==> src/verilog/pce_io_pkg.sv <==
// Shared types for the console I/O block.
// Pads, audio samples and backup RAM addressing, used by scoped name.

package pce_io_pkg;

	// ==============================
	// Controller side
	// ==============================

	// Active high, 3..0 directions, 7..4 main, 11..8 six-button extras
	typedef logic [11:0] pad_bits_t;

	typedef struct packed {
		pad_bits_t pad0;
		pad_bits_t pad1;
		pad_bits_t pad2;
		pad_bits_t pad3;
		pad_bits_t pad4;
	} pad_set_t;

	typedef struct packed {
		logic joy_swap;   // Swap players 1 and 2
		logic turbotap;   // Multitap on port
		logic six_button;
		logic mouse_en;   // Mouse replaces pad 0
	} io_config_t;

	typedef logic [3:0] nibble_t; // One read of the controller port

	// ==============================
	// Audio
	// ==============================
	typedef logic signed [19:0] psg_sample_t; // PSG and CD-DA
	typedef logic signed [15:0] adpcm_sample_t;
	typedef logic signed [19:0] mix_sample_t;

	typedef struct packed {
		psg_sample_t   psg_l;
		psg_sample_t   psg_r;
		psg_sample_t   cdda_l;
		psg_sample_t   cdda_r;
		adpcm_sample_t adpcm; // Mono, feeds both sides
	} audio_in_t;

	// ==============================
	// Backup RAM
	// ==============================
	typedef logic [10:0] bram_addr_t;  // 2 KiB console window
	typedef logic [8:0]  sector_addr_t; // Byte within a 512 byte sector

	localparam int BACKUP_SECTORS = 4;

	typedef enum logic [1:0] {
		BK_IDLE,
		BK_REQ,      // Request up, waiting for ack
		BK_WAIT_END  // Sector moving, waiting for ack to drop
	} bk_state_t;

endpackage

==> src/verilog/audio_mixer.sv <==
// Stereo audio mixer.
// Adds PSG, CD-DA and ADPCM in 22 bits and clamps to a 20-bit sample.

module audio_mixer (
	input  logic                    clk_sys,
	input  logic                    rst_n,
	input  pce_io_pkg::audio_in_t   audio_in,
	output pce_io_pkg::mix_sample_t audio_l,
	output pce_io_pkg::mix_sample_t audio_r
);

	logic signed [21:0] adpcm_ext;
	logic signed [21:0] sum_l;
	logic signed [21:0] sum_r;

	function automatic logic signed [21:0] ext20(input pce_io_pkg::psg_sample_t s);
		return {{2{s[19]}}, s};
	endfunction

	// Clamp to the 20-bit range when the top three bits disagree
	function automatic pce_io_pkg::mix_sample_t sat20(input logic signed [21:0] s);
		if (s[21:19] == 3'b000 || s[21:19] == 3'b111)
			return s[19:0];
		return s[21] ? 20'sh80000 : 20'sh7FFFF;
	endfunction

	assign adpcm_ext = {{2{audio_in.adpcm[15]}}, audio_in.adpcm, 4'b0000}; // x16

	assign sum_l = ext20(audio_in.psg_l) + ext20(audio_in.cdda_l) + adpcm_ext;
	assign sum_r = ext20(audio_in.psg_r) + ext20(audio_in.cdda_r) + adpcm_ext;

	always_ff @(posedge clk_sys) begin
		if (!rst_n) begin
			audio_l <= '0;
			audio_r <= '0;
		end else begin
			audio_l <= sat20(sum_l);
			audio_r <= sat20(sum_r);
		end
	end

	a_quiet_in_reset: assert property (
		@(posedge clk_sys)
		(!rst_n ##1 !rst_n) |=> ($stable(audio_l) && $stable(audio_r))
	);

endmodule

==> config.mk <==
export PLATFORM = sky130hd
export DESIGN_NAME = audio_mixer
export DESIGN_NICKNAME = d
export VERILOG_FILES = /design/src/verilog/pce_io_pkg.sv /design/src/verilog/audio_mixer.sv
export SDC_FILE = /design/constraint.sdc
export NUM_CORES = 1
export LEC_CHECK = 0
export BUFFER_PORTS_ARGS = -buffer_cell sky130_fd_sc_hd__buf_2
export CAP_MARGIN = 20
export CORE_UTILIZATION = 40
export DETAILED_ROUTE_END_ITERATION = 8
export PLACE_DENSITY = 0.66
export SYNTH_ARGS = -nofsm -noshare
export SYNTH_HDL_FRONTEND = slang
export SYNTH_SLANG_ARGS = --single-unit
export TNS_END_PERCENT = 5
==> constraint.sdc <==
create_clock -name clk_sys -period 3.6 [get_ports clk_sys]
set_input_delay 0.36 -clock clk_sys [delete_from_list [all_inputs] [get_ports clk_sys]]
set_output_delay 0.36 -clock clk_sys [all_outputs]
set_load 0.01 [all_outputs]
==> flow_summary.toml, run 1 <==
[status]
status = "finished, final reports clean"

[global_routing]
antenna_found_initial = 0
grtUsageTotal_pct = 19.99
grt_pass1_wl_mm = 16.13
grt_overflow = 0
grt_pass1_vias = 3511
grt_max_degree = 20

[die]
die_area_mm2 = 0.01021
die_h_um = 101.1
num_rows = 35
initial_core_util_pct = 41.88
io_pins = 138
core-area_mm2 = 0.009371
fp.dieW_um = 101.1

[critical_path]
cp_cell_sequence = "buf_2, inv_1, fa_1, inv_1, ha_1, o21a_1, a211oi_1, nor3b_1, o211a_1, o221ai_2, xor2_2, o31ai_4, a31o_1"
start_kind = "input port"
startpoint = "audio_in[0]"
cpMostUsedCell = "inv_1"
max_stage_delay_ns = 0.61
cp.arrival_ns = 3.49
crit_fanout = 19
cp_num_cells = 13
required_ns = 3.83
crit_slowest_cell = "o31ai_4"
crit_buf_inv = 3
crit_type = "in2reg"
end_kind = "flop"
cpLargestDelayFamily = "compound AO/OA/AOI/OAI gates"
critPathCapture = "audio_l[6]$_SDFF_PN0_"

[layout]
drive_above_1_share_pct = 29.20
fin_nets = 727
layout_common_cells = "buf_2 (137), ha_1 (48), dfxtp_1 (40)"
stdcell_area_mm2 = 0.004847
syn2layout_area_growth_pct = 23.49
layout_commonest_cell = "buf_2"
diodes = 0

[logic_synthesis]
synth_top_area_cell = "dfxtp_1"
synthTopCellsByArea = "dfxtp_1 (20%), fa_1 (17%), ha_1 (15%), a21o_1 (5.7%), a21oi_1 (4.1%)"
synth_seq_area_share_pct = 20.40
synth-simple-area-share_pct = 10.33
synth_top_area_share_pct = 20.40
ys_seq_elements = 40
muxShareOfSynthArea_pct = 0
yosysUniqueCellTypes = 57
synth_top_family_by_area = "adder cells"
netlist_instances = 411
yosys_warnings = 0
async_flop_share_pct = 0
ys.flop_type = "dfxtp_1"
synth_compound_area_share_pct = 25.66
mappedNetlistArea_mm2 = 0.003925
synth_fp_nets = 591
synth_edf_count = 0
synth_xor_area_share_pct = 6.854
synthAdderAreaFrac_pct = 32.64
synth_area_per_cell_um2 = 9.550

[sta]
rsz0062_at_grt = "false"
hold_viol_final = 0
min_period_ns = 3.259
setup_violations = 0
timing.fmax_ghz = 0.3068
tightest_slew_ns = 0.7853
finalCritPeriodShare_pct = 90.54
fin_setup_tns_ns = 0
hold_ws_ns = 0.3912
slew_headroom_pct = 47.64
report.final.slew_viol_count = 0

[drt]
avgViaCountPerCell = 5.130
drc = 0
ant_nets = 0
first_pass_iters = 4
drt_first_iter_violations = 86
routedWlPerCell_um = 14.34
num_vias = 3473
wl_mm = 9.705

[min_path]
hp-start = "audio_in[76]"
hold_class = "in2reg"

[placement]
dpl_cell_area_mm2 = 0.004740
dp_hpwl_mm = 8.311
portBuffers = 137
gp_congestion = 0.8913

[power_and_ir_drop]
vdd_drop_max_v = 0.0001674
power_density_mw_per_mm2 = 532.8
p_leak_nw = 2.448

[clock_network]
cts_tree = "done"
clk_pin_slew_ns = 0.07
cts_setup_buffers = 0
hold_buffers = 0
clockBufferDepth = 2
clock-sinks = 40
cts_made_buffers = 5
cts_root_buf = "clkbuf_8"
ctsResizeCount = 0
htree_levels = 2

[run]
drv_cap = 0
cell usage after synthesis, types with 5 or more instances:
master / n
o31ai_1: 16
a31o_1: 6
nand2b_1: 7
nor2_1: 18
and3_1: 7
fa_1: 34
o21ai_0: 13
xor2_1: 13
ha_1: 48
dfxtp_1: 40
a21o_1: 30
a21oi_1: 32
buf_2: 6
o21a_1: 5
nand2_1: 20
xnor2_1: 14
inv_1: 22
o21ai_1: 11
nand3_1: 9
registers in the layout, indices dropped and copies added, names as in the netlist:
name	flops
audio_r	20
audio_l	20
kinds of logic after synthesis:
kind of cell | after synthesis
buffers and inverters | 35
adders and majority gates | 82
AOI/OAI and AO/OA | 144
xor gates and xnor gates | 29
DFF | 40
and+or+nand+nor | 81
tightest hold or removal path: stages:
cell and delay, ns:
buf_2 0.08, ha_1 0.12, a21o_1 0.10
layer usage:
| metal | share of wire, % | GRT usage [%] | up-vias | routed length, um |
|---|---|---|---|---|
| met5 | 0 | 0 | - | 0 |
| met4 | 1.0 | 5.017 | 0 | 98 |
| met3 | 5.5 | 2.982 | 7 | 537 |
| met2 | 47 | 34.64 | 115 | 4588 |
| met1 | 46 | 25.98 | 1591 | 4481 |
| li1 | - | - | 1760 | - |
through the flow:
stage               cells  total power (W)  utilization (%)  setup slack (ns)
CTS                   677         0.002613            51.72            0.3235
global route          677         0.002818            51.72           0.06556
floorplan             411         0.001751                -            0.5143
finish                677         0.002583            51.72            0.3407
global placement      669         0.002219            50.57           0.09022
detailed placement    669         0.002236            50.57           0.02544
power breakdown:
part	switching [W]	internal, W
clock network	0.000159	0.000206
registers	0.0000489	0.000653
logic	0.000838	0.000678
final cells by class:
| type | count | area, um2 |
|---|---|---|
| fill | 954 | 4524 |
| multi-input combinational | 336 | 2963 |
| tap | 129 | 161.4 |
| inverter | 23 | 86.33 |
| timing repair buffer | 141 | 728.2 |
| sequential | 40 | 800.8 |
| clock buffer | 6 | 72.57 |
| clock inverter | 2 | 35.03 |
worst min path at each step:
stage / slack (ns) / endpoint / cells past startpoint
floorplan: 0.49 / audio_r[8]$_SDFF_PN0_ / 2
global placement: 0.69 / audio_l[0]$_SDFF_PN0_ / 3
detailed placement: 0.69 / audio_l[0]$_SDFF_PN0_ / 3
CTS: 0.39 / audio_l[0]$_SDFF_PN0_ / 3
global route: 0.40 / audio_l[0]$_SDFF_PN0_ / 3
finish: 0.39 / audio_l[0]$_SDFF_PN0_ / 3
Power figures use the tool's default switching activity.
==> inputs of run 2 (changes only) <==
--- a/config.mk
+++ b/config.mk
@@ -10,6 +10,7 @@
 export CORE_UTILIZATION = 40
 export DETAILED_ROUTE_END_ITERATION = 8
 export PLACE_DENSITY = 0.66
+export RECOVER_POWER = 50
 export SYNTH_ARGS = -nofsm -noshare
 export SYNTH_HDL_FRONTEND = slang
 export SYNTH_SLANG_ARGS = --single-unit
==> run 2 against run 1 <==
Net effect: worst setup slack improved by 0.0032 ns; hold slack about the same; first-iteration DRC count is 15% higher; combinational power down 4%.
==> flow_summary.toml, run 2 (synthesis results as in run 1) <==
[power_and_ir_drop]
power_density_mw_per_mm2 = 528.0
vdd_drop_max_v = 0.0001670
p_leak_nw = 2.320

[clock_network]
cts_root_buf = "clkbuf_8"
clock-sinks = 40
clockBufferDepth = 2
cts_setup_buffers = 0
ctsResizeCount = 0
htree_levels = 2
cts_made_buffers = 5
clk_pin_slew_ns = 0.07
cts_tree = "done"
hold_buffers = 0

[global_routing]
grt_pass1_wl_mm = 16.13
grt_overflow = 0
grtUsageTotal_pct = 19.99
antenna_found_initial = 0
grt_max_degree = 20
grt_pass1_vias = 3511

[sta]
rsz0062_at_grt = "false"
setup_ws_ns = 0.3438
setup_violations = 0
slew_headroom_pct = 47.71
min_period_ns = 3.256
hold_viol_final = 0
report.final.slew_viol_count = 0
finalCritPeriodShare_pct = 90.45
fin_setup_tns_ns = 0
hold_ws_ns = 0.3910
timing.fmax_ghz = 0.3071
tightest_slew_ns = 0.7844

[layout]
syn2layout_area_growth_pct = 22.22
layout_common_cells = "buf_2 (97), ha_1 (48), clkbuf_1 (41)"
layout_commonest_cell = "buf_2"
drive_above_1_share_pct = 21.90
multi_input_area_mm2 = 0.002963
reg.largest.list = "audio_l: 20 flops, audio_r: 20 flops"
fillers = 973
diodes = 0
regArea_um2 = 800.8
fin_nets = 727
fin_util_pct = 51.19

[drt]
avgViaCountPerCell = 5.143
first_pass_iters = 4
ant_nets = 0
drc = 0
drt_first_iter_violations = 99
routedWlPerCell_um = 14.34
num_vias = 3482
wl_mm = 9.711

[critical_path]
cp.arrival_ns = 3.49
crit_type = "in2reg"
start_kind = "input port"
startpoint = "audio_in[0]"
crit_fanout = 19
end_kind = "flop"
critPathCapture = "audio_l[6]$_SDFF_PN0_"
required_ns = 3.83

[die]
num_rows = 35
initial_core_util_pct = 41.88
fp.dieW_um = 101.1
io_pins = 138
core-area_mm2 = 0.009371
die_h_um = 101.1
die_area_mm2 = 0.01021

[run]
drv_cap = 0

[status]
status = "finished, final reports clean"

[min_path]
hold_class = "in2reg"

[placement]
dp_slack_ns = 0.02544
portBuffers = 137
dp_hpwl_mm = 8.311
gp_congestion = 0.8913
[run 2: cell count changes in the layout (fill, tap and decap cells not counted)]
cell	change
buf_2	-40
clkbuf_1	+40
[run 2: where the power goes]
group          switching, W  internal, W  total (W)
Combinational      0.000838     0.000622    0.00146
Sequential        0.0000556     0.000653   0.000709
Clock              0.000158     0.000206   0.000363
Total               0.00105      0.00148    0.00253
[run 2: per-stage QoR]
stage	cells	instance area (um2)	total power (W)
floorplan	411	3925	0.001751
global placement	669	4740	0.002219
detailed placement	669	4740	0.002236
CTS	677	4847	0.002613
global route	677	4797	0.002767
finish	677	4797	0.002533
[run 2: final cells by class]
class | count | area share (%)
clock buffers | 6 | 1.513
flip-flops and latches | 40 | 16.69
well taps | 129 | 3.365
repair buffers | 141 | 14.14
clock inverters | 2 | 0.7303
multi-input cells | 336 | 61.76
inverters | 23 | 1.800
[run 2: worst min path at each step]
stage                 start                    end  cells past startpoint
2_1_floorplan         rst_n  audio_r[8]$_SDFF_PN0_                      2
3_3_place_gp   audio_in[76]  audio_l[0]$_SDFF_PN0_                      3
3_5_place_dp   audio_in[76]  audio_l[0]$_SDFF_PN0_                      3
4_1_cts        audio_in[76]  audio_l[0]$_SDFF_PN0_                      3
5_1_grt        audio_in[76]  audio_l[0]$_SDFF_PN0_                      3
6_report       audio_in[76]  audio_l[0]$_SDFF_PN0_                      3
[run 2: per-layer routing]
layer,share of wire [%],GRT usage [%]
met5,0,0
met4,1.0,5.017
met3,5.6,2.982
met2,47,34.64
met1,46,25.98
[run 2: worst max-delay path, stage by stage]
cell      delay (ns)
buf_2           0.08
inv_1           0.08
fa_1            0.54
inv_1           0.04
ha_1            0.34
o21a_1          0.13
a211oi_1        0.33
nor3b_1         0.14
o211a_1         0.25
o221ai_2        0.21
xor2_2          0.13
o31ai_4         0.61
a31o_1          0.24
