===== config.mk =====
export PLATFORM = sky130hd
export DESIGN_NAME = pad_mux
export DESIGN_NICKNAME = d
export VERILOG_FILES = /design/src/verilog/pce_io_pkg.sv /design/src/verilog/pad_mux.sv
export SDC_FILE = /design/constraint.sdc
export NUM_CORES = 1
export LEC_CHECK = 0
export BUFFER_PORTS_ARGS = -buffer_cell sky130_fd_sc_hd__buf_2
export CAP_MARGIN = 10
export CORE_MARGIN = 10
export CORE_UTILIZATION = 39
export DETAILED_ROUTE_END_ITERATION = 8
export HOLD_SLACK_MARGIN = 0.15
export PLACE_DENSITY = 0.77
export SYNTH_ARGS = -nofsm -noshare
export SYNTH_HDL_FRONTEND = slang
export SYNTH_SLANG_ARGS = --single-unit
export TNS_END_PERCENT = 50

===== constraint.sdc =====
create_clock -name clk_sys -period 1.8 [get_ports clk_sys]
set_clock_uncertainty 0.2 [all_clocks]
set_input_delay 0.36 -clock clk_sys [delete_from_list [all_inputs] [get_ports clk_sys]]
set_output_delay 0.36 -clock clk_sys [all_outputs]
set_load 0.005 [all_outputs]

===== src/verilog/pce_io_pkg.sv =====
// Shared types for the console I/O block.
// Pads, audio samples and backup RAM addressing, used by scoped name.

package pce_io_pkg;

	// ==============================
	// Controller side
	// ==============================

	// Active high, 3..0 directions, 7..4 main, 11..8 six-button extras
	typedef logic [11:0] pad_bits_t;

	typedef struct packed {
		pad_bits_t pad0;
		pad_bits_t pad1;
		pad_bits_t pad2;
		pad_bits_t pad3;
		pad_bits_t pad4;
	} pad_set_t;

	typedef struct packed {
		logic joy_swap;   // Swap players 1 and 2
		logic turbotap;   // Multitap on port
		logic six_button;
		logic mouse_en;   // Mouse replaces pad 0
	} io_config_t;

	typedef logic [3:0] nibble_t; // One read of the controller port

	// ==============================
	// Audio
	// ==============================
	typedef logic signed [19:0] psg_sample_t; // PSG and CD-DA
	typedef logic signed [15:0] adpcm_sample_t;
	typedef logic signed [19:0] mix_sample_t;

	typedef struct packed {
		psg_sample_t   psg_l;
		psg_sample_t   psg_r;
		psg_sample_t   cdda_l;
		psg_sample_t   cdda_r;
		adpcm_sample_t adpcm; // Mono, feeds both sides
	} audio_in_t;

	// ==============================
	// Backup RAM
	// ==============================
	typedef logic [10:0] bram_addr_t;  // 2 KiB console window
	typedef logic [8:0]  sector_addr_t; // Byte within a 512 byte sector

	localparam int BACKUP_SECTORS = 4;

	typedef enum logic [1:0] {
		BK_IDLE,
		BK_REQ,      // Request up, waiting for ack
		BK_WAIT_END  // Sector moving, waiting for ack to drop
	} bk_state_t;

endpackage


===== src/verilog/pad_mux.sv =====
// Controller port multiplexer.
// Builds the 16-bit button word of the selected port and returns the
// nibble picked by sel and the six-button bank, with multitap support.

module pad_mux (
	input  logic                   clk_sys,
	input  logic                   rst_n,
	input  pce_io_pkg::pad_set_t   pads,
	input  pce_io_pkg::io_config_t io_cfg,
	input  logic [1:0]             joy_out,       // Bit 0 sel, bit 1 clr
	input  logic [7:0]             mouse_nibbles,
	output pce_io_pkg::nibble_t    joy_in
);

	pce_io_pkg::pad_bits_t joy_0;
	pce_io_pkg::pad_bits_t joy_1;
	logic [15:0] pad_word;
	logic [2:0]  port_cnt;
	logic        high_bank;
	logic [1:0]  last_out;

	// Console order, all active low, top nibble unused
	function automatic logic [15:0] to_word(input pce_io_pkg::pad_bits_t p);
		return ~{4'hF, p[11:8], p[1], p[2], p[0], p[3], p[7:4]};
	endfunction

	assign joy_0 = io_cfg.joy_swap ? pads.pad1 : pads.pad0;
	assign joy_1 = io_cfg.joy_swap ? pads.pad0 : pads.pad1;

	always_comb begin
		case (port_cnt)
			3'd0:    pad_word = io_cfg.mouse_en ? {mouse_nibbles, mouse_nibbles} : to_word(joy_0);
			3'd1:    pad_word = to_word(joy_1);
			3'd2:    pad_word = to_word(pads.pad2);
			3'd3:    pad_word = to_word(pads.pad3);
			3'd4:    pad_word = to_word(pads.pad4);
			default: pad_word = 16'h0FFF; // Empty multitap ports
		endcase
	end

	always_ff @(posedge clk_sys) begin
		if (!rst_n) begin
			joy_in    <= '0;
			port_cnt  <= '0;
			high_bank <= 1'b0;
			last_out  <= '0;
		end else begin
			last_out <= joy_out;
			joy_in   <= pad_word[{high_bank, joy_out[0], 2'b00} +: 4];

			if (joy_out[1]) begin
				port_cnt <= '0;
				joy_in   <= '0;
				// Each clr alternates banks on a six-button pad
				if (!last_out[1])
					high_bank <= ~high_bank & io_cfg.six_button;
			end else if (joy_out[0] && !last_out[0] && io_cfg.turbotap) begin
				if (port_cnt != 3'd7)
					port_cnt <= port_cnt + 3'd1; // Next multitap port
			end
		end
	end

	// Console sees an all-zero read right after clearing the tap
	a_clr_zero: assert property (
		@(posedge clk_sys) disable iff (!rst_n)
		joy_out[1] |=> (joy_in == '0)
	);

endmodule


==> flow_metrics.py, run 1 <==
metrics = {
    "sta": {
        "period_share_pct": 109,
        "worst_hold_slack_ps": 152,
        "post-route-min-period_ps": 1970,
        "max_freq_mhz": 508,
        "maxSlewViolCount": 0,
        "rsz0062_at_grt": "true",
        "fin_ws_ps": -169,
        "setup_violations": 4,
        "slew-limit-headroom_pct": 71.6,
        "tightest_slew_ps": 425,
        "setup_tns_ps": -607,
        "hold_violations": 0,
    },
    "power": {
        "leakagePower_nw": 0.957,
        "power-per-cell-area_nw_per_um2": 382,
        "vdd_drop_max_mv": 0.384,
    },
    "place": {
        "place_area_um2": 1910,
        "dp_hpwl_mm": 4.26,
        "dp.cells": 310,
        "gp_congestion": 0.959,
        "io_buffers": 79,
        "place_ws_ps": -231,
    },
    "clocking": {
        "numCtsBuffers": 3,
        "cts_tree": "done",
        "cts_root_buffer": "clkbuf_4",
        "clk_pin_slew_ps": 70,
        "clock_path_buffers": 2,
        "htreeDepth": 1,
        "clock-sinks": 10,
        "clk_latency_ps": 260,
        "cts_hold_buf": 0,
    },
    "route": {
        "avgViaCountPerCell": 5.38,
        "first_iter_violations": 102,
        "routed_wl_mm": 5.25,
        "routedWlPerCell_um": 16.6,
        "num_vias": 1704,
        "postRouteAntennaNets": 0,
        "firstDrtPassIters": 4,
        "post-route-drc-count": 0,
    },
    "logic_synthesis": {
        "ys_seq_elements": 10,
        "syn_area_um2": 1280,
        "avgSynthCellArea_um2": 7.58,
        "synth.yosys.warnings": 0,
        "synth_edf_count": 0,
        "yosys.area.top_type": "dfxtp_1",
        "synth-async-reset-ratio_pct": 0,
        "syn-num-nets": 251,
        "synth_area_leaders": "dfxtp_1, a21oi_1, nor2b_1, ha_1, nand2b_1",
        "yosys_most_used_dff": "dfxtp_1",
        "seq_area_frac_synth_pct": 15.6,
        "netlist.area_leader.share_pct": 15.6,
        "synthDistinctLibCells": 32,
        "synth.most_common_cell": "a21oi_1",
        "synth.cells.most_frequent": "a21oi_1, nand2_1, nor2b_1",
        "postSynthCellCount": 169,
    },
    "die": {
        "rows": 20,
        "core-area_um2": 3100,
        "die_area_um2": 5980,
        "pin_count": 80,
        "initial_core_util_pct": 41.3,
        "die_h_um": 77.3,
        "dieWidth_um": 77.3,
    },
    "setup_path": {
        "worstSetupEndpointType": "flip-flop",
        "worst-path-max-fanout": 5,
        "cp-start-kind": "flip-flop",
        "max_stage_delay_ps": 390,
        "crit_path_cell_trace": "inv_4 -> ha_4 -> buf_4 -> nor2_1 -> nand2_1 -> and3_1 -> a31o_1 -> a21oi_2",
        "cp.required_ps": 1800,
        "critical_path_arrival_ps": 1970,
        "crit_path_top_delay_cell": "dfxtp_4",
        "crit_type": "reg2reg",
        "reg2regPathDepth": 8,
    },
    "outcome": {
        "outcome": "finished with violations",
        "violations": "setup timing",
    },
    "cells_and_area": {
        "drive_gt1_share_pct": 53.5,
        "area_growth_pct": 63.0,
        "fin_cells": 317,
        "fin_area_um2": 2090,
        "fin_nets": 356,
        "antenna_cells": 0,
    },
    "global_route": {
        "antenna_found_initial": 0,
        "grt_pass1_vias": 1703,
        "grt_pass1_wl_mm": 7.99,
        "overflow": 0,
        "grtUsageTotal_pct": 15.8,
        "grt_max_degree": 25,
    },
    "hold_path": {
        "hold_path_class": "in2reg",
        "hold_path_depth": 2,
    },
    "flow_run": {
        "cap_violations": 0,
    },
}
-- worst paths after layout --
path | from | endpoint | slack [ps]
max | port_cnt[0] | joy_in[2] | -170
max reg2reg | port_cnt[0] | joy_in[2] | -170
min reg2reg | last_out[1] | high_bank | 440
min | joy_out[1] | last_out[1] | 150
-- metrics by stage --
step	power [mW]	util (%)
5_1_grt	0.848	67.3
3_5_place_dp	0.563	61.5
4_1_cts	0.776	64.3
2_1_floorplan	0.409	-
6_report	0.798	67.3
3_3_place_gp	0.558	61.5
-- critical path, delay by kind of cell (launching register included) --
family / cells / cell delay (ps)
adder cells (fa/ha/maj): 1 / 170
buffers and inverters: 2 / 180
AND/OR/NAND/NOR: 3 / 560
AO/OA/AOI/OAI: 2 / 400
flip-flops: 1 / 390
-- per-layer routing --
metal | up-vias | share of wire, % | track usage [%]
met3 | 6 | 9.5 | 5.83
met2 | 73 | 47 | 25.8
met4 | 0 | 1.6 | 4.01
met5 | - | 0 | 0
met1 | 775 | 42 | 19.2
li1 | 850 | - | -
-- power breakdown --
| part | total (mW) | switching [mW] | internal, mW |
|---|---|---|---|
| registers | 0.240 | 0.00920 | 0.231 |
| logic | 0.350 | 0.159 | 0.190 |
| clock network | 0.209 | 0.0859 | 0.123 |
| total | 0.798 | 0.254 | 0.544 |
-- what timing repair did --
| action | CTS | global route |
|---|---|---|
| cloned | 0 | 0 |
| endpoints found under the setup margin | 5 | 7 |
| pin swaps | 6 | 5 |
| gates resized for setup | 12 | 13 |
| buffers inserted | 0 | 3 |
-- kinds of logic after synthesis --
group	count (synthesis)	share of synthesized area (%)
and+or+nand+nor	57	25.2
adders and majority gates	6	5.86
xor gates and xnor gates	1	0.684
DFF	10	15.6
buffers and inverters	18	7.71
muxes	4	3.52
AOI/OAI and AO/OA	73	41.4
-- cell type report --
cell class / count / area [um2]
fillers: 288 / 1010
clock buffers: 4 / 36.3
flip-flops and latches: 10 / 208
multi-input cells: 141 / 1100
inverters: 7 / 31.3
well taps: 44 / 55.1
repair buffers: 111 / 656
-- cells in the final DEF, fill, tap and decap left out, types with 2 or more instances in the layout --
| master | synthesis | routed |
|---|---|---|
| buf_2 | 1 | 79 |
| buf_4 | 2 | 30 |
| nand2_1 | 15 | 15 |
| a21oi_1 | 19 | 15 |
| nor2b_1 | 14 | 14 |
| nand2b_1 | 12 | 10 |
| a211o_1 | 8 | 8 |
| o221ai_1 | 8 | 8 |
| dfxtp_1 | 10 | 8 |
| o22ai_1 | 8 | 7 |
| inv_1 | 7 | 5 |
| nor2_1 | 5 | 5 |
| o221ai_2 | 4 | 4 |
| o21ai_1 | 4 | 4 |
| and3_1 | 4 | 4 |
| a31o_1 | 4 | 4 |
| mux2_2 | 4 | 4 |
| a21oi_2 | 0 | 4 |
| o21ai_0 | 4 | 4 |
| o31ai_1 | 4 | 4 |
| a211oi_1 | 5 | 4 |
| ha_4 | 0 | 4 |
| o41ai_2 | 0 | 3 |
| clkbuf_4 | 0 | 3 |
| inv_4 | 0 | 2 |
| nand2b_4 | 0 | 2 |
| and2_1 | 2 | 2 |
| ha_1 | 6 | 2 |
| dfxtp_4 | 0 | 2 |
-- flip-flops by register name, summed over array words and instances (netlist names) --
| register | cells |
|---|---|
| last_out | 2 |
| high_bank | 1 |
| joy_in | 4 |
| port_cnt | 3 |
Power figures use the tool's default switching activity.
==> run 2: changes to the inputs <==
- CORE_UTILIZATION: 39 -> 43
- PLACE_DENSITY: 0.77 -> 0.8
- TNS_END_PERCENT: 50 -> 20
- clock period: 1.8 -> 2.2 ns (I/O delays scaled with it)
==> flow_metrics.py, run 2 (synthesis gave the netlist of run 1 again) <==
metrics = {
    "sta": {
        "post-route-min-period_ps": 2110,
        "slew-limit-headroom_pct": 60.9,
        "rsz0062_at_grt": "false",
        "setup_violations": 0,
        "period_share_pct": 96.1,
        "setup_tns_ps": 0,
        "hold_violations": 0,
        "max_freq_mhz": 473,
        "tightest_slew_ps": 587,
        "maxSlewViolCount": 0,
    },
    "global_route": {
        "antenna_found_initial": 0,
        "grtUsageTotal_pct": 15.9,
        "grt_pass1_wl_mm": 7.15,
        "grt_pass1_vias": 1530,
        "overflow": 0,
        "grt_max_degree": 37,
    },
    "clocking": {
        "cts_setup_buffers": 0,
        "cts_tree": "done",
        "cts_root_buffer": "clkbuf_4",
        "cts_hold_buf": 0,
        "clock_path_buffers": 2,
        "clk_latency_ps": 260,
        "ctsResizeCount": 0,
        "clk_pin_slew_ps": 60,
        "numCtsBuffers": 3,
        "htreeDepth": 1,
        "clock-sinks": 10,
    },
    "cells_and_area": {
        "area_growth_pct": 33.5,
        "final_cell_mix": "buf_2, a21oi_1, nand2_1, nor2b_1, nand2b_1",
        "fin_area_um2": 1710,
        "fillCellCount": 286,
        "multi_input_comb_area_um2": 990,
        "largest_reg_flops": 4,
        "fin_cells": 276,
        "top_regs": "joy_in x4, port_cnt x3, last_out x2",
        "seq_area_um2": 200,
        "top_register": "joy_in",
        "drive_gt1_share_pct": 41.2,
        "antenna_cells": 0,
        "fin_nets": 329,
        "final_common_cell": "buf_2",
    },
    "die": {
        "initial_core_util_pct": 45.7,
        "rows": 19,
        "core-area_um2": 2810,
        "pin_count": 80,
        "die_h_um": 74.6,
        "dieWidth_um": 74.6,
        "die_area_um2": 5560,
    },
    "route": {
        "first_iter_violations": 123,
        "firstDrtPassIters": 4,
        "routedWlPerCell_um": 16.9,
        "routed_wl_mm": 4.65,
        "top_layer": "met4",
        "met2_length_mm": 2.19,
        "wl_met1_mm": 1.88,
        "avgViaCountPerCell": 5.72,
        "num_vias": 1579,
        "post-route-drc-count": 0,
        "met3_length_um": 571,
        "postRouteAntennaNets": 0,
    },
    "place": {
        "place_area_um2": 1680,
        "gp_congestion": 0.879,
        "io_buffers": 79,
        "dp.cells": 273,
        "dp_hpwl_mm": 3.95,
    },
    "hold_path": {
        "hold_path_class": "in2reg",
        "min_from": "joy_out[1]",
    },
    "power": {
        "vdd_drop_max_mv": 0.260,
        "power-per-cell-area_nw_per_um2": 325,
        "leakagePower_nw": 0.794,
    },
    "setup_path": {
        "r2r_setup_slack_ps": 90,
        "max_stage_delay_ps": 450,
        "crit_path_top_delay_cell": "or3b_4",
        "cp-start-kind": "flip-flop",
        "regToRegStartpoint": "port_cnt[0]",
        "critical_path_arrival_ps": 2080,
        "worst-path-max-fanout": 8,
        "cp.required_ps": 2170,
        "crit_family": "compound AO/OA/AOI/OAI gates",
        "cp-startpoint": "port_cnt[0]",
        "crit_type": "reg2reg",
        "worstSetupEndpointType": "flip-flop",
        "worst-path-buf-inv": 1,
        "crit_path_cell_trace": "inv_1 -> ha_2 -> or3b_4 -> o221ai_2 -> o21ai_1 -> a31o_1 -> a21oi_1",
    },
    "flow_run": {
        "cap_violations": 0,
    },
    "outcome": {
        "outcome": "completed",
    },
}
run 2: cell types whose count changed in the layout (fill, tap and decap cells not counted), sizes merged:
cell / previous run / this run
clkbuf: 4 / 3
buf: 111 / 84
run 2: path summary, 6_finish.rpt:
path	to	depth (start not counted)
worst max-delay path	joy_in[3]	7
worst min-delay path	last_out[1]	2
worst max register to register	joy_in[3]	7
worst min register to register	port_cnt[0]	2
run 2: stage by stage:
stage	utilization (%)	hold WS, ps	power [mW]	worst slack [ps]
CTS	60.7	220	0.555	44.7
global placement	59.9	361	0.430	141
finish	61.0	226	0.556	85.5
detailed placement	59.9	374	0.434	74.8
global route	61.0	233	0.597	6.43
floorplan	-	338	0.333	340
run 2: report_power, final:
group / switching (mW) / internal [mW]
Sequential: 0.00648 / 0.191
Clock: 0.0577 / 0.0630
Combinational: 0.113 / 0.125
run 2: final cells by class:
class	count	share of cell area, %
well taps	31	2.27
inverters	7	1.54
flip-flops and latches	10	11.7
repair buffers	84	25.3
clock buffers	3	1.32
multi-input cells	141	57.9
run 2: layer usage:
layer	vias up	track usage (%)
met5	-	0
met4	0	3.15
met3	2	5.59
met2	80	25.9
met1	700	19.7
li1	797	-
==> run 3: changes to the inputs <==
- CORE_UTILIZATION: 43 -> 44
- CTS_BUF_LIST: default -> sky130_fd_sc_hd__clkbuf_8
- PLACE_DENSITY: 0.8 -> 0.82
==> flow_metrics.py, run 3 (synthesis gave the netlist of run 1 again) <==
metrics = {
    "sta": {
        "hold_violations": 0,
        "period_share_pct": 93.3,
        "tightest_slew_ps": 590,
        "max_freq_mhz": 487,
        "setup_violations": 0,
        "slew-limit-headroom_pct": 60.7,
        "rsz0062_at_grt": "false",
        "post-route-min-period_ps": 2050,
        "maxSlewViolCount": 0,
        "setup_tns_ps": 0,
    },
    "die": {
        "initial_core_util_pct": 46.1,
        "die_area_um2": 5470,
        "dieWidth_um": 74.0,
        "rows": 19,
        "die_h_um": 74.0,
        "pin_count": 80,
        "core-area_um2": 2780,
    },
    "power": {
        "p_sw_uw": 186,
        "leakagePower_nw": 0.798,
        "pwr-share-clk_pct": 29.9,
        "seq_power_share_pct": 31.9,
        "power-per-cell-area_nw_per_um2": 361,
        "vdd_drop_max_mv": 0.327,
        "p_int_uw": 435,
        "swShare_pct": 30.0,
        "pwr-share-comb_pct": 38.2,
    },
    "setup_path": {
        "max_stage_delay_ps": 460,
        "worstSetupEndpointType": "flip-flop",
        "crit_family": "compound AO/OA/AOI/OAI gates",
        "cp-start-kind": "flip-flop",
        "crit_type": "reg2reg",
        "worst-path-buf-inv": 1,
        "crit_path_cell_trace": "inv_1 -> ha_1 -> or3b_4 -> o221ai_2 -> o21ai_1 -> a31o_1 -> a21oi_1",
        "crit_path_top_delay_cell": "or3b_4",
        "worst-path-max-fanout": 8,
        "critical_path_arrival_ps": 2010,
        "cp.required_ps": 2150,
    },
    "clocking": {
        "htreeDepth": 1,
        "cts_tree": "done",
        "clk_latency_ps": 240,
        "clock-sinks": 10,
        "clock_path_buffers": 2,
        "clk_pin_slew_ps": 40,
        "cts_setup_buffers": 0,
        "cts_hold_buf": 0,
        "cts_root_buffer": "clkbuf_8",
        "ctsResizeCount": 0,
        "numCtsBuffers": 3,
    },
    "route": {
        "firstDrtPassIters": 4,
        "routedWlPerCell_um": 16.9,
        "routed_wl_mm": 4.64,
        "avgViaCountPerCell": 5.65,
        "first_iter_violations": 126,
        "postRouteAntennaNets": 0,
        "num_vias": 1553,
        "post-route-drc-count": 0,
    },
    "cells_and_area": {
        "final_cell_mix": "buf_2, a21oi_1, nand2_1, nor2b_1, nand2b_1",
        "fin_nets": 328,
        "fillCellCount": 279,
        "area_growth_pct": 34.2,
        "antenna_cells": 0,
        "top_regs": "joy_in x4, port_cnt x3, last_out x2",
        "fin_area_um2": 1720,
        "final_common_cell": "buf_2",
        "drive_gt1_share_pct": 40.6,
        "largest_reg_flops": 4,
        "top_register": "joy_in",
    },
    "global_route": {
        "grtUsageTotal_pct": 16.0,
        "overflow": 0,
        "grt_pass1_wl_mm": 7.15,
        "grt_max_degree": 37,
        "grt_pass1_vias": 1538,
        "antenna_found_initial": 0,
    },
    "place": {
        "io_buffers": 79,
        "dp_hpwl_mm": 3.83,
        "place_area_um2": 1670,
        "gp_congestion": 0.894,
    },
    "outcome": {
        "outcome": "completed",
    },
    "hold_path": {
        "hold_path_class": "in2reg",
    },
    "flow_run": {
        "cap_violations": 0,
    },
}
[run 3: cell types whose count changed in the layout (fill, tap and decap cells not counted)]
cell and delta:
buf_4 -1, clkbuf_8 +3, clkbuf_4 -3, ha_2 -1, ha_1 +1
[run 3: cell type report]
cell class,count,area [um2],share of cell area [%]
sequential,10,200,11.6
timing repair buffer,83,425,24.7
tap,31,38.8,2.26
clock buffer,3,41.3,2.40
multi-input combinational,141,987,57.4
inverter,7,26.3,1.53
[run 3: power by group through the flow]
stage	sequential (mW)	combinational (mW)	clock [mW]
global placement	0.201	0.229	0
floorplan	0.200	0.133	0
finish	0.198	0.238	0.186
CTS	0.198	0.234	0.191
global route	0.199	0.263	0.195
detailed placement	0.200	0.232	0
[run 3: per-layer routing]
metal | wire length, um | up-vias | GRT usage, %
met2 | 2130 | 65 | 25.1
li1 | - | 796 | -
met5 | 0 | - | 0
met4 | 51 | 0 | 5.38
met1 | 2010 | 685 | 20.1
met3 | 448 | 7 | 5.32
[run 3: final timing paths]
check	start	to	slack, ps	cells past startpoint
max reg2reg	port_cnt[0]	joy_in[3]	150	7
max	port_cnt[0]	joy_in[3]	150	7
min reg2reg	port_cnt[0]	port_cnt[0]	390	2
min	joy_out[1]	last_out[1]	250	2
[run 3: stage by stage]
stage               worst slack, ps  hold slack, ps  std cells  power [mW]  utilization, %
finish                          147             245        275       0.621            61.8
floorplan                       340             338        169       0.333               -
detailed placement              105             371        272       0.432            60.1
global route                   7.95             276        275       0.658            61.8
CTS                            80.2             243        275       0.623            61.6
global placement                137             360        272       0.429            60.1
