$ cat config.mk
export PLATFORM = sky130hd
export DESIGN_NAME = mouse_reader
export DESIGN_NICKNAME = d
export VERILOG_FILES = /design/src/verilog/mouse_reader.sv
export SDC_FILE = /design/constraint.sdc
export NUM_CORES = 1
export LEC_CHECK = 0
export ABC_CLOCK_PERIOD_IN_PS = 2000
export CAP_MARGIN = 25
export CORE_MARGIN = 2
export CORE_UTILIZATION = 62
export DETAILED_ROUTE_END_ITERATION = 8
export DONT_BUFFER_PORTS = 1
export GPL_TIMING_DRIVEN = 0
export PLACE_DENSITY = 0.78
export SLEW_MARGIN = 20
export SYNTH_ARGS = -nofsm -noshare
export SYNTH_HDL_FRONTEND = slang
export SYNTH_SLANG_ARGS = --single-unit
$ cat constraint.sdc
create_clock -name clk_sys -period 2 [get_ports clk_sys]
set_input_delay 0.3 -clock clk_sys [delete_from_list [all_inputs] [get_ports clk_sys]]
set_output_delay 0.3 -clock clk_sys [all_outputs]
set_load 0.02 [all_outputs]
$ cat src/verilog/mouse_reader.sv
// Mouse reader for the controller port.
// Captures motion on each host strobe and presents it to the console as a
// sequence of four nibbles, one per rising clr, with an idle resync.

module mouse_reader #(
	parameter int MOUSE_TIMEOUT_W = 15
) (
	input  logic       clk_sys,
	input  logic       rst_n,
	input  logic [1:0] joy_out,
	input  logic [7:0] mouse_x,
	input  logic [7:0] mouse_y,
	input  logic [1:0] mouse_btn,
	input  logic       mouse_strobe,
	input  logic [1:0] main_buttons, // Pad 0 bits 7..6 after swap
	output logic [7:0] mouse_nibbles
);

	logic                       last_clr;
	logic [MOUSE_TIMEOUT_W-1:0] idle_cnt;
	logic [1:0]                 nib_cnt;
	logic [7:0]                 acc_x;
	logic [7:0]                 acc_y;
	logic [7:0]                 shown_x;
	logic [7:0]                 shown_y;
	logic                       clr_rise;

	assign clr_rise = joy_out[1] & ~last_clr;

	always_comb begin
		// Buttons always sit in the low nibble
		mouse_nibbles[3:0] = ~{main_buttons, mouse_btn[0], mouse_btn[1]};
		case (nib_cnt)
			2'd0: mouse_nibbles[7:4] = shown_x[7:4];
			2'd1: mouse_nibbles[7:4] = shown_x[3:0];
			2'd2: mouse_nibbles[7:4] = shown_y[7:4];
			default: mouse_nibbles[7:4] = shown_y[3:0];
		endcase
	end

	always_ff @(posedge clk_sys) begin
		if (!rst_n) begin
			last_clr <= 1'b0;
			idle_cnt <= '0;
			nib_cnt  <= '0;
			acc_x    <= '0;
			acc_y    <= '0;
			shown_x  <= '0;
			shown_y  <= '0;
		end else begin
			last_clr <= joy_out[1];

			if (joy_out[1])
				idle_cnt <= '0;
			else if (!(&idle_cnt))
				idle_cnt <= idle_cnt + 1'b1;

			// Console gave up mid-sequence, next clr starts at x high
			if (&idle_cnt)
				nib_cnt <= 2'd3;

			if (clr_rise) begin
				nib_cnt <= nib_cnt + 2'd1;
				if (&nib_cnt) begin
					shown_x <= acc_x;
					shown_y <= acc_y;
					acc_x   <= '0;
					acc_y   <= '0;
				end
			end

			if (mouse_strobe) begin
				acc_x <= 8'd0 - mouse_x; // Console x axis runs the other way
				acc_y <= mouse_y;
			end
		end
	end

endmodule

==> metrics, run 1 <==
status=finished, final reports clean; VDD IR max=0.0005146 V; H-tree depth=2; clk sinks=50; initial antenna violation count=0; Worst Setup EP=idle_cnt[1]$_SDFFE_PP0N_; largest area contributor in the netlist=dfxtp_1; Nets=319; Buffers & Inverters on Critical Path=1; Clk pin slew, worst setup/hold paths=0.08 ns; Yosys Warn Count=0; Mapped Area=0.002394 sq mm; worst hold slack=0.1158 ns; Least-Margin Pin Slew=0.4700 ns; Final Cycle Share=95.05%; critical path cell sequence=ha_1 -> nand4_2 -> nor4_4 -> buf_4 -> mux2i_1 -> nor2_1; flops & latches, synth=50; num ports=33; worst hold path class=input pin to flip-flop; Final Max Tran Viols=0; Final Skew=0.003177 ns; Critical Path AT=2.08 ns; Crit Path Max Fanout=10; final RePlAce weighted congestion=0.8343; R2R Path End=idle_cnt[1]$_SDFFE_PP0N_; DR DRC count=0; synth top area cells=dfxtp_1 (42%), a21boi_0 (9.1%), nand2_1 (8.9%), nand3b_1 (4.4%), ha_1 (3.7%); Clock Tree Root=clkbuf_8; Distinct cells, synth=41; Fin Setup TNS=0 ns; critical path depth=6; Leak=0.8949 nW; die height=66.14 um; via count=1933; First-pass DRT Iterations=4; Max Root-Sink Buffers=2; grt total ovfl=0; Synth Area per Inst=8.610 sq um; Worst path top cell family by delay=simple AND/OR/NAND/NOR gates; Crit path required time=2.18 ns; Syn Inst Count=278; syn nets=310; slowest cell delay on critical path=0.41 ns; number of port buffers=0; max-cap violations=0; Max Freq=0.5260 GHz; Worst Setup SP=idle_cnt[0]$_SDFFE_PP0N_; total power=1.719 mW; Fin. Hold Viols=0; Die X=66.14 um; TritonCTS clock tree=built; flop2flop setup slack=0.1 ns; asr flop ratio synth=0%; post-synthesis sequential area ratio=41.82%; Main synth FF type=dfxtp_1; P&R area growth vs syn=6.587%; worst r2r path cells=6; row count=22; CORE AREA=0.003689 sq mm; DIE AREA=0.004374 sq mm; Initial Utilization=64.89%; post-synth top area share=41.82%; vias in the first global route=1764; DP HPWL=3557 um; number of synthesized flops with an enable pin=0; TritonCTS Buffers=5; crit start category=flip-flop; first-pass GRT wire length=8314 um; Starting DRT DRC Count=108; Cell Count, Final, Fillers Out=335; final core occ=69.17%; GRT Total Usage=25.34%; Crit Path Class=flip-flop to flip-flop; relative max-transition margin=67.77%; via density per instance=5.770; WL per Instance=14.72 um; largest net degree at the start of global routing=14; min cycle time layout=1.901 ns; hold buffers post-CTS=0; PwrDens=673.7 mW/mm^2; clk_lat worst skew=0.30 ns; slowest cell on the critical path=dfxtp_1; Routed WL=4930 um; FF-to-FF Start=idle_cnt[0]$_SDFFE_PP0N_; placed insts=326; Routed Antenna Nets=0; CP endpoint kind=flip-flop; Ant. Diodes=0; final number of setup-violating endpoints=0; share of cells above drive strength 1=6.620%
## layout by cell type (no fill, tap or decap), drive strengths merged, types with 4 or more instances in the layout
cell type,count
nand4,4
nor2,7
mux2i,6
nand3b,14
a21boi,29
clkbuf,19
a222oi,4
nand3,7
inv,15
or3,6
xor2,4
ha,7
buf,5
nor4,4
o21ai,6
nand2,57
dfxtp,50
nor3,7
a21oi,8
## sequential cells by signal, indices dropped and copies added, names as in the netlist
name      count
nib_cnt       2
shown_x       8
acc_y         8
shown_y       8
acc_x         8
idle_cnt     15
last_clr      1
## repair_timing
action | CTS | global route
buffers inserted | 0 | 2
setup endpoints to repair | 3 | 6
pin swaps | 1 | 1
cloned | 0 | 0
gates resized for setup | 0 | 3
## stage by stage
step,worst slack [ns],cell area [sq um]
after floorplan,0.2404,2394
after global placement,-0.04761,2454
after detailed placement,-0.06610,2454
after CTS,0.009432,2530
after global routing,-0.01449,2551
final,0.09895,2551
## layer usage
metal	vias to the layer above	GRT usage, %	share of wire [%]
met3	8	5.792	5.4
li1	985	-	-
met5	-	0	0
met2	54	36.50	41
met4	0	9.949	2.3
met1	886	36.47	52
## layout make-up
| class | count | area, sq um |
|---|---|---|
| sequential | 50 | 1003 |
| timing repair buffer | 2 | 15.01 |
| clock buffer | 7 | 76.32 |
| inverter | 15 | 56.30 |
| multi-input combinational | 198 | 1277 |
| tap | 48 | 60.06 |
| fill | 323 | 1137 |
| buffer | 15 | 62.56 |
## cell families after synthesis
logic type	share of synthesized area, %
buffers and inverters	4.966
muxes	2.509
DFF	41.82
AOI/OAI and AO/OA	17.30
and+or+nand+nor	27.55
xor gates and xnor gates	2.195
adders and majority gates	3.659
## cells in the mapped netlist (2+ instances only)
| master | instances |
|---|---|
| nand2_1 | 57 |
| dfxtp_1 | 50 |
| a21boi_0 | 29 |
| inv_1 | 15 |
| nand3b_1 | 14 |
| clkbuf_1 | 12 |
| a21oi_1 | 8 |
| ha_1 | 7 |
| nand3_1 | 7 |
| nor2_1 | 7 |
| nor3_1 | 7 |
| mux2i_1 | 6 |
| a222oi_1 | 4 |
| or3_1 | 4 |
| xor2_1 | 4 |
| nand2b_1 | 3 |
| nand4b_1 | 3 |
| nor4_1 | 3 |
| o21ai_0 | 3 |
| o21ai_1 | 3 |
| o31ai_1 | 3 |
| a211oi_1 | 2 |
| and2_1 | 2 |
| buf_2 | 2 |
| nand4_2 | 2 |
| nor2b_1 | 2 |
| o211ai_1 | 2 |
| o21a_1 | 2 |
| or4_1 | 2 |
| xnor2_1 | 2 |
## power breakdown
| group | leakage, nW | total (mW) | switching, mW | internal [mW] |
|---|---|---|---|---|
| logic | 0.449 | 0.123 | 0.0696 | 0.0531 |
| registers | 0.407 | 1.04 | 0.0207 | 1.02 |
| clock network | 0.0383 | 0.553 | 0.311 | 0.242 |
## worst min path at each step
stage                          start                  end  slack (ns)  cells after the start
after floorplan           joy_out[1]  last_clr$_SDFF_PN0_        0.42                      1
after global placement    joy_out[1]  last_clr$_SDFF_PN0_        0.42                      1
after detailed placement  joy_out[1]  last_clr$_SDFF_PN0_        0.43                      1
after CTS                 joy_out[1]  last_clr$_SDFF_PN0_        0.10                      1
after global routing      joy_out[1]  last_clr$_SDFF_PN0_        0.11                      1
final                     joy_out[1]  last_clr$_SDFF_PN0_        0.12                      1
(Power assumes the default switching activity.)
==> run 2: changes to the inputs <==
--- a/config.mk
+++ b/config.mk
@@ -12,6 +12,7 @@
 export DETAILED_ROUTE_END_ITERATION = 8
 export DONT_BUFFER_PORTS = 1
 export GPL_TIMING_DRIVEN = 0
+export MAX_ROUTING_LAYER = met4
 export PLACE_DENSITY = 0.78
 export SLEW_MARGIN = 20
 export SYNTH_ARGS = -nofsm -noshare
==> run 2 against run 1 <==
Design area is the same; sequential share of layout area is the same; sequential power is essentially flat; fmax shrank 1.2%.
==> metrics, run 2 (synthesis gave the netlist of run 1 again) <==
initial antenna violation count=0 (unchanged); clk sinks=50 (unchanged); max FFs per register=15 (unchanged); clk_lat worst skew=0.30 ns (about the same); largest net degree at the start of global routing=14 (unchanged); most frequent cells in the layout=nand2_1 (57), dfxtp_1 (48), a21boi_0 (29), inv_1 (15); CORE AREA=0.003689 sq mm (unchanged); hold buffers post-CTS=0 (unchanged); PwrDens=674.7 mW/mm^2 (+0.15%); Hold Path Depth=1 (unchanged); status=finished, final reports clean; Critical Path AT=1.62 ns (-0.46 ns); die height=66.14 um (unchanged); final number of setup-violating endpoints=0 (unchanged); VDD IR max=0.0005153 V (+0.14%); Nets=319 (unchanged); slowest cell on the critical path=a222oi_1; row count=22 (unchanged); R2R Path End=idle_cnt[1]$_SDFFE_PP0N_; Leak=0.8949 nW (unchanged); worst hold path class=input pin to flip-flop; min cycle time layout=1.924 ns (+0.02281 ns); Least-Margin Pin Slew=0.4700 ns (unchanged); slowest cell delay on critical path=0.39 ns (-0.02 ns); DP HPWL=3557 um (unchanged); num ports=33 (unchanged); Hold Path End=last_clr$_SDFF_PN0_; Worst path top cell family by delay=compound AO/OA/AOI/OAI gates; relative max-transition margin=67.77% (unchanged); worst r2r path cells=6 (unchanged); TritonCTS Buffers=5 (unchanged); share of cells above drive strength 1=6.620% (unchanged); crit start category=flip-flop; first-pass GRT wire length=8307 um (about the same); First-pass DRT Iterations=4 (unchanged); Cell Count, Final, Fillers Out=335 (unchanged); H-tree depth=2 (unchanged); critical path cell sequence=inv_1 -> ha_1 -> a222oi_1 -> mux2i_1; most common cell after layout, fill and taps aside=nand2_1; Biggest register=idle_cnt; via count=1934 (+0.052%); Clock Tree Root=clkbuf_8; Fin. Hold Viols=0 (unchanged); Final Skew=0.003800 ns (+0.0006239 ns); placed insts=326 (unchanged); Buffers & Inverters on Critical Path=1 (unchanged); GRT Total Usage=25.98% (+0.64 points); vias in the first global route=1768 (+0.23%); Die X=66.14 um (unchanged); Routed Antenna Nets=0 (unchanged); flop2flop setup slack=0.10 ns (about the same); CP endpoint kind=output pin; Ant. Diodes=0 (unchanged); final core occ=69.17% (unchanged); DIE AREA=0.004374 sq mm (unchanged); Clk pin slew, worst setup/hold paths=0.08 ns (about the same); Starting DRT DRC Count=98 (-9.3%); number of port buffers=0 (unchanged); grt total ovfl=0 (unchanged); via density per instance=5.773 (about the same); Final Cycle Share=96.19% (+1.1 points); Max Freq=0.5198 GHz (-1.2%); TritonCTS clock tree=built; FF-to-FF Start=idle_cnt[0]$_SDFFE_PP0N_; Routed WL=4946 um (+0.32%); P&R area growth vs syn=6.587% (unchanged); max-cap violations=0 (unchanged); Max Root-Sink Buffers=2 (unchanged); Final Max Tran Viols=0 (unchanged); Crit path required time=1.70 ns (-0.48 ns); Crit Path Max Fanout=5 (-5); DR DRC count=0 (unchanged); Crit Path Class=flip-flop to output pin; WL per Instance=14.76 um (+0.32%); Worst Hold Launch=joy_out[1]; Worst Setup SP=nib_cnt[1]$_SDFFE_PN0P_; final RePlAce weighted congestion=0.8471 (+1.5%); Initial Utilization=64.89% (unchanged)
[run 2: cell counts in the layout (fill, tap and decap cells not counted)]
No cell type changed its count.
[run 2: per-stage QoR]
| stage | TNS, ns | instance area (sq um) | hold slack (ns) | power (mW) | setup slack, ns |
|---|---|---|---|---|---|
| floorplan | 0 | 2394 | 0.4217 | 1.159 | 0.2404 |
| global placement | -0.05560 | 2454 | 0.4230 | 1.184 | -0.04761 |
| detailed placement | -0.09034 | 2454 | 0.4287 | 1.187 | -0.06610 |
| CTS | 0 | 2530 | 0.1043 | 1.733 | 0.009432 |
| global route | -0.01449 | 2551 | 0.1090 | 1.796 | -0.01449 |
| finish | 0 | 2551 | 0.1157 | 1.721 | 0.07615 |
[run 2: per-layer routing]
layer	part of all wire, %	up-vias	wire length (um)	global-route usage (%)
met3	5.1	8	254	5.792
met1	52	888	2554	36.47
met4	2.3	0	113	9.949
met2	41	57	2024	36.38
met5	0	-	0	-
li1	-	981	-	-
[run 2: how the worst max path moves through the flow]
stage                                     endpoint  slack, ns  depth (start not counted)
after floorplan           idle_cnt[1]$_SDFFE_PP0N_       0.24                          6
after global placement    idle_cnt[1]$_SDFFE_PP0N_      -0.05                          6
after detailed placement  idle_cnt[1]$_SDFFE_PP0N_      -0.07                          6
after CTS                         mouse_nibbles[5]      0.009                          4
after global routing      idle_cnt[1]$_SDFFE_PP0N_      -0.01                          6
final                             mouse_nibbles[5]       0.08                          4
[run 2: layout make-up]
| class | count | area (sq um) |
|---|---|---|
| Sequential cell | 50 | 1003 |
| Timing Repair Buffer | 2 | 15.01 |
| Inverter | 15 | 56.30 |
| Buffer | 15 | 62.56 |
| Fill cell | 323 | 1137 |
| Clock buffer | 7 | 76.32 |
| Multi-Input combinational cell | 198 | 1277 |
| Tap cell | 48 | 60.06 |
[run 2: repair_timing]
item,CTS,global route
hold endpoints to repair,0,0
endpoints found under the setup margin,3,6
gates resized for setup,0,3
pin swaps,1,1
setup buffers,0,2
[run 2: power breakdown]
part           leakage [nW]  total, mW  switching [mW]  internal [mW]
Combinational         0.449      0.123          0.0699         0.0531
Clock                0.0383      0.555           0.313          0.242
Sequential            0.407       1.04          0.0208           1.02
Total                 0.895       1.72           0.404           1.32
==> run 3: changes to the inputs <==
--- a/config.mk
+++ b/config.mk
@@ -8,12 +8,13 @@
 export ABC_CLOCK_PERIOD_IN_PS = 2000
 export CAP_MARGIN = 25
 export CORE_MARGIN = 2
-export CORE_UTILIZATION = 62
+export CORE_UTILIZATION = 65
+export CTS_BUF_LIST = sky130_fd_sc_hd__clkbuf_8
 export DETAILED_ROUTE_END_ITERATION = 8
 export DONT_BUFFER_PORTS = 1
 export GPL_TIMING_DRIVEN = 0
 export MAX_ROUTING_LAYER = met4
-export PLACE_DENSITY = 0.78
+export PLACE_DENSITY = 0.81
 export SLEW_MARGIN = 20
 export SYNTH_ARGS = -nofsm -noshare
 export SYNTH_HDL_FRONTEND = slang
==> run 3 against run 2 <==
Flip-flop and latch count stayed put; wire length is 3.2% lower; via count is 0.26% higher.
==> metrics, run 3 (synthesis gave the netlist of run 1 again) <==
Biggest register=idle_cnt; Clock Tree Root=clkbuf_8; final RePlAce weighted congestion=0.8341 (-1.5%); Final Cycle Share=95.36% (-0.83 points); First-pass DRT Iterations=4 (unchanged); Cell Count, Final, Fillers Out=335 (unchanged); DR DRC count=0 (unchanged); Final Max Tran Viols=0 (unchanged); number of port buffers=0 (unchanged); min cycle time layout=1.907 ns (-0.01669 ns); unrepaired setup endpoints after global routing=yes; max FFs per register=15 (unchanged); Crit Path Class=flip-flop to output pin; TritonCTS Buffers=5 (unchanged); relative max-transition margin=66.81% (-0.95 points); TritonCTS clock tree=built; largest net degree at the start of global routing=15 (+1); slowest cell delay on critical path=0.50 ns (+0.11 ns); Least-Margin Pin Slew=0.4840 ns (+0.01392 ns); P&R area growth vs syn=7.580%; via count=1939 (+0.26%); Die X=64.68 um (-2.2%); Initial Utilization=66.38% (+1.5 points); Final Skew=0.005313 ns (+0.001513 ns); worst hold path class=input pin to flip-flop; CORE AREA=0.003606 sq mm (-2.2%); sw frac=23.45% (-0.030 points); Hold Path Depth=1 (unchanged); total power=1.764 mW (+2.5%); Fin. Hold Viols=0 (unchanged); clock network power share=33.8% (+1.6 points); grt total ovfl=0 (unchanged); Worst path top cell family by delay=multiplexers; DP HPWL=3538 um (-0.53%); final number of setup-violating endpoints=0 (unchanged); vias in the first global route=1814 (+2.6%); VDD IR max=0.0006042 V (+17%); critical path cell sequence=ha_1 -> clkbuf_1 -> mux2i_1; Nets=318 (-0.31%); critical path depth=3 (-1); H-tree depth=2 (unchanged); status=finished, final reports clean; row count=22 (unchanged); Max Freq=0.5243 GHz (+0.88%); PwrDens=685.1 mW/mm^2 (+1.5%); Flop pwr share=59.1% (-1.5 points); P_sw=0.4137 mW (+2.4%); worst r2r path cells=6 (unchanged); GRT Total Usage=26.52% (+0.55 points); Critical Path AT=1.61 ns (about the same); Crit Path Max Fanout=6 (+1); Clk pin slew, worst setup/hold paths=0.09 ns (about the same); most common cell after layout, fill and taps aside=nand2_1; Int Pwr=1.350 mW (+2.5%); DIE AREA=0.004184 sq mm (-4.4%); Leak=0.9086 nW (+1.5%); die height=64.68 um (-2.2%); clk_lat worst skew=0.30 ns (about the same); Buffers & Inverters on Critical Path=1 (unchanged); num ports=33 (unchanged); placed insts=326 (unchanged); crit start category=flip-flop; initial antenna violation count=0 (unchanged); Starting DRT DRC Count=184 (+88%); CP endpoint kind=output pin; share of cells above drive strength 1=7.666% (+1.0 points); Ant. Diodes=0 (unchanged); Routed WL=4787 um (-3.2%); via density per instance=5.788 (+0.26%); first-pass GRT wire length=8280 um (-0.33%); clk sinks=50 (unchanged); Routed Antenna Nets=0 (unchanged); max-cap violations=0 (unchanged); Crit path required time=1.70 ns (about the same); Max Root-Sink Buffers=2 (unchanged); slowest cell on the critical path=mux2i_1; power share of the combinational group=7.1% (about the same); WL per Instance=14.29 um (-3.2%); most frequent cells in the layout=nand2_1 (57), dfxtp_1 (47), a21boi_0 (29), inv_1 (16), nand3b_1 (14)
run 3: worst paths after layout:
path                                 start                        to  slack [ns]
hold / removal                  joy_out[1]       last_clr$_SDFF_PN0_        0.11
setup / recovery   nib_cnt[0]$_SDFFE_PN0P_          mouse_nibbles[7]        0.09
setup reg to reg  idle_cnt[1]$_SDFFE_PP0N_  idle_cnt[1]$_SDFFE_PP0N_        0.16
hold reg to reg      acc_y[7]$_SDFFE_PN0P_   shown_y[7]$_SDFFE_PN0P_        0.47
run 3: cell type report:
cell class	instances	area, sq um
repair buffers	1	7.507
inverters	15	56.30
clock inverters	2	8.758
flip-flops and latches	50	1005
clock buffers	6	82.58
multi-input cells	198	1289
plain buffers	15	66.31
fillers	304	1031
well taps	48	60.06
run 3: what timing repair did:
item,CTS,global route
cloned,0,0
buffers inserted,0,1
resized for setup,3,4
pin swaps,2,1
hold buffers,0,0
setup endpoints to repair,3,7
run 3: layer usage:
metal | track usage (%) | part of all wire [%] | wire length, um | vias to the layer above
li1 | - | - | - | 984
met1 | 36.84 | 49 | 2325 | 890
met2 | 39.32 | 44 | 2103 | 55
met3 | 4.861 | 5.6 | 270 | 10
met4 | 8.777 | 1.8 | 88 | 0
met5 | - | 0 | 0 | -
run 3: per-stage QoR:
| stage | hold slack, ns | setup TNS, ns | worst slack (ns) | instance area, sq um | utilization, % |
|---|---|---|---|---|---|
| after floorplan | 0.4217 | 0 | 0.2404 | 2394 | - |
| after global placement | 0.4227 | -0.04321 | -0.04321 | 2454 | 68.04 |
| after detailed placement | 0.4268 | -0.09248 | -0.05554 | 2454 | 68.04 |
| after CTS | 0.1091 | 0 | 0.05792 | 2551 | 70.75 |
| after global routing | 0.1117 | -0.01399 | -0.01201 | 2575 | 71.41 |
| final | 0.1095 | 0 | 0.09284 | 2575 | 71.41 |
run 3: power by group through the flow:
| stage | registers [mW] | logic (mW) | clock network, mW |
|---|---|---|---|
| 2_1_floorplan | 1.06 | 0.101 | 0 |
| 3_3_place_gp | 1.06 | 0.120 | 0 |
| 3_5_place_dp | 1.07 | 0.124 | 0 |
| 4_1_cts | 1.04 | 0.125 | 0.603 |
| 5_1_grt | 1.05 | 0.143 | 0.633 |
| 6_report | 1.04 | 0.125 | 0.596 |
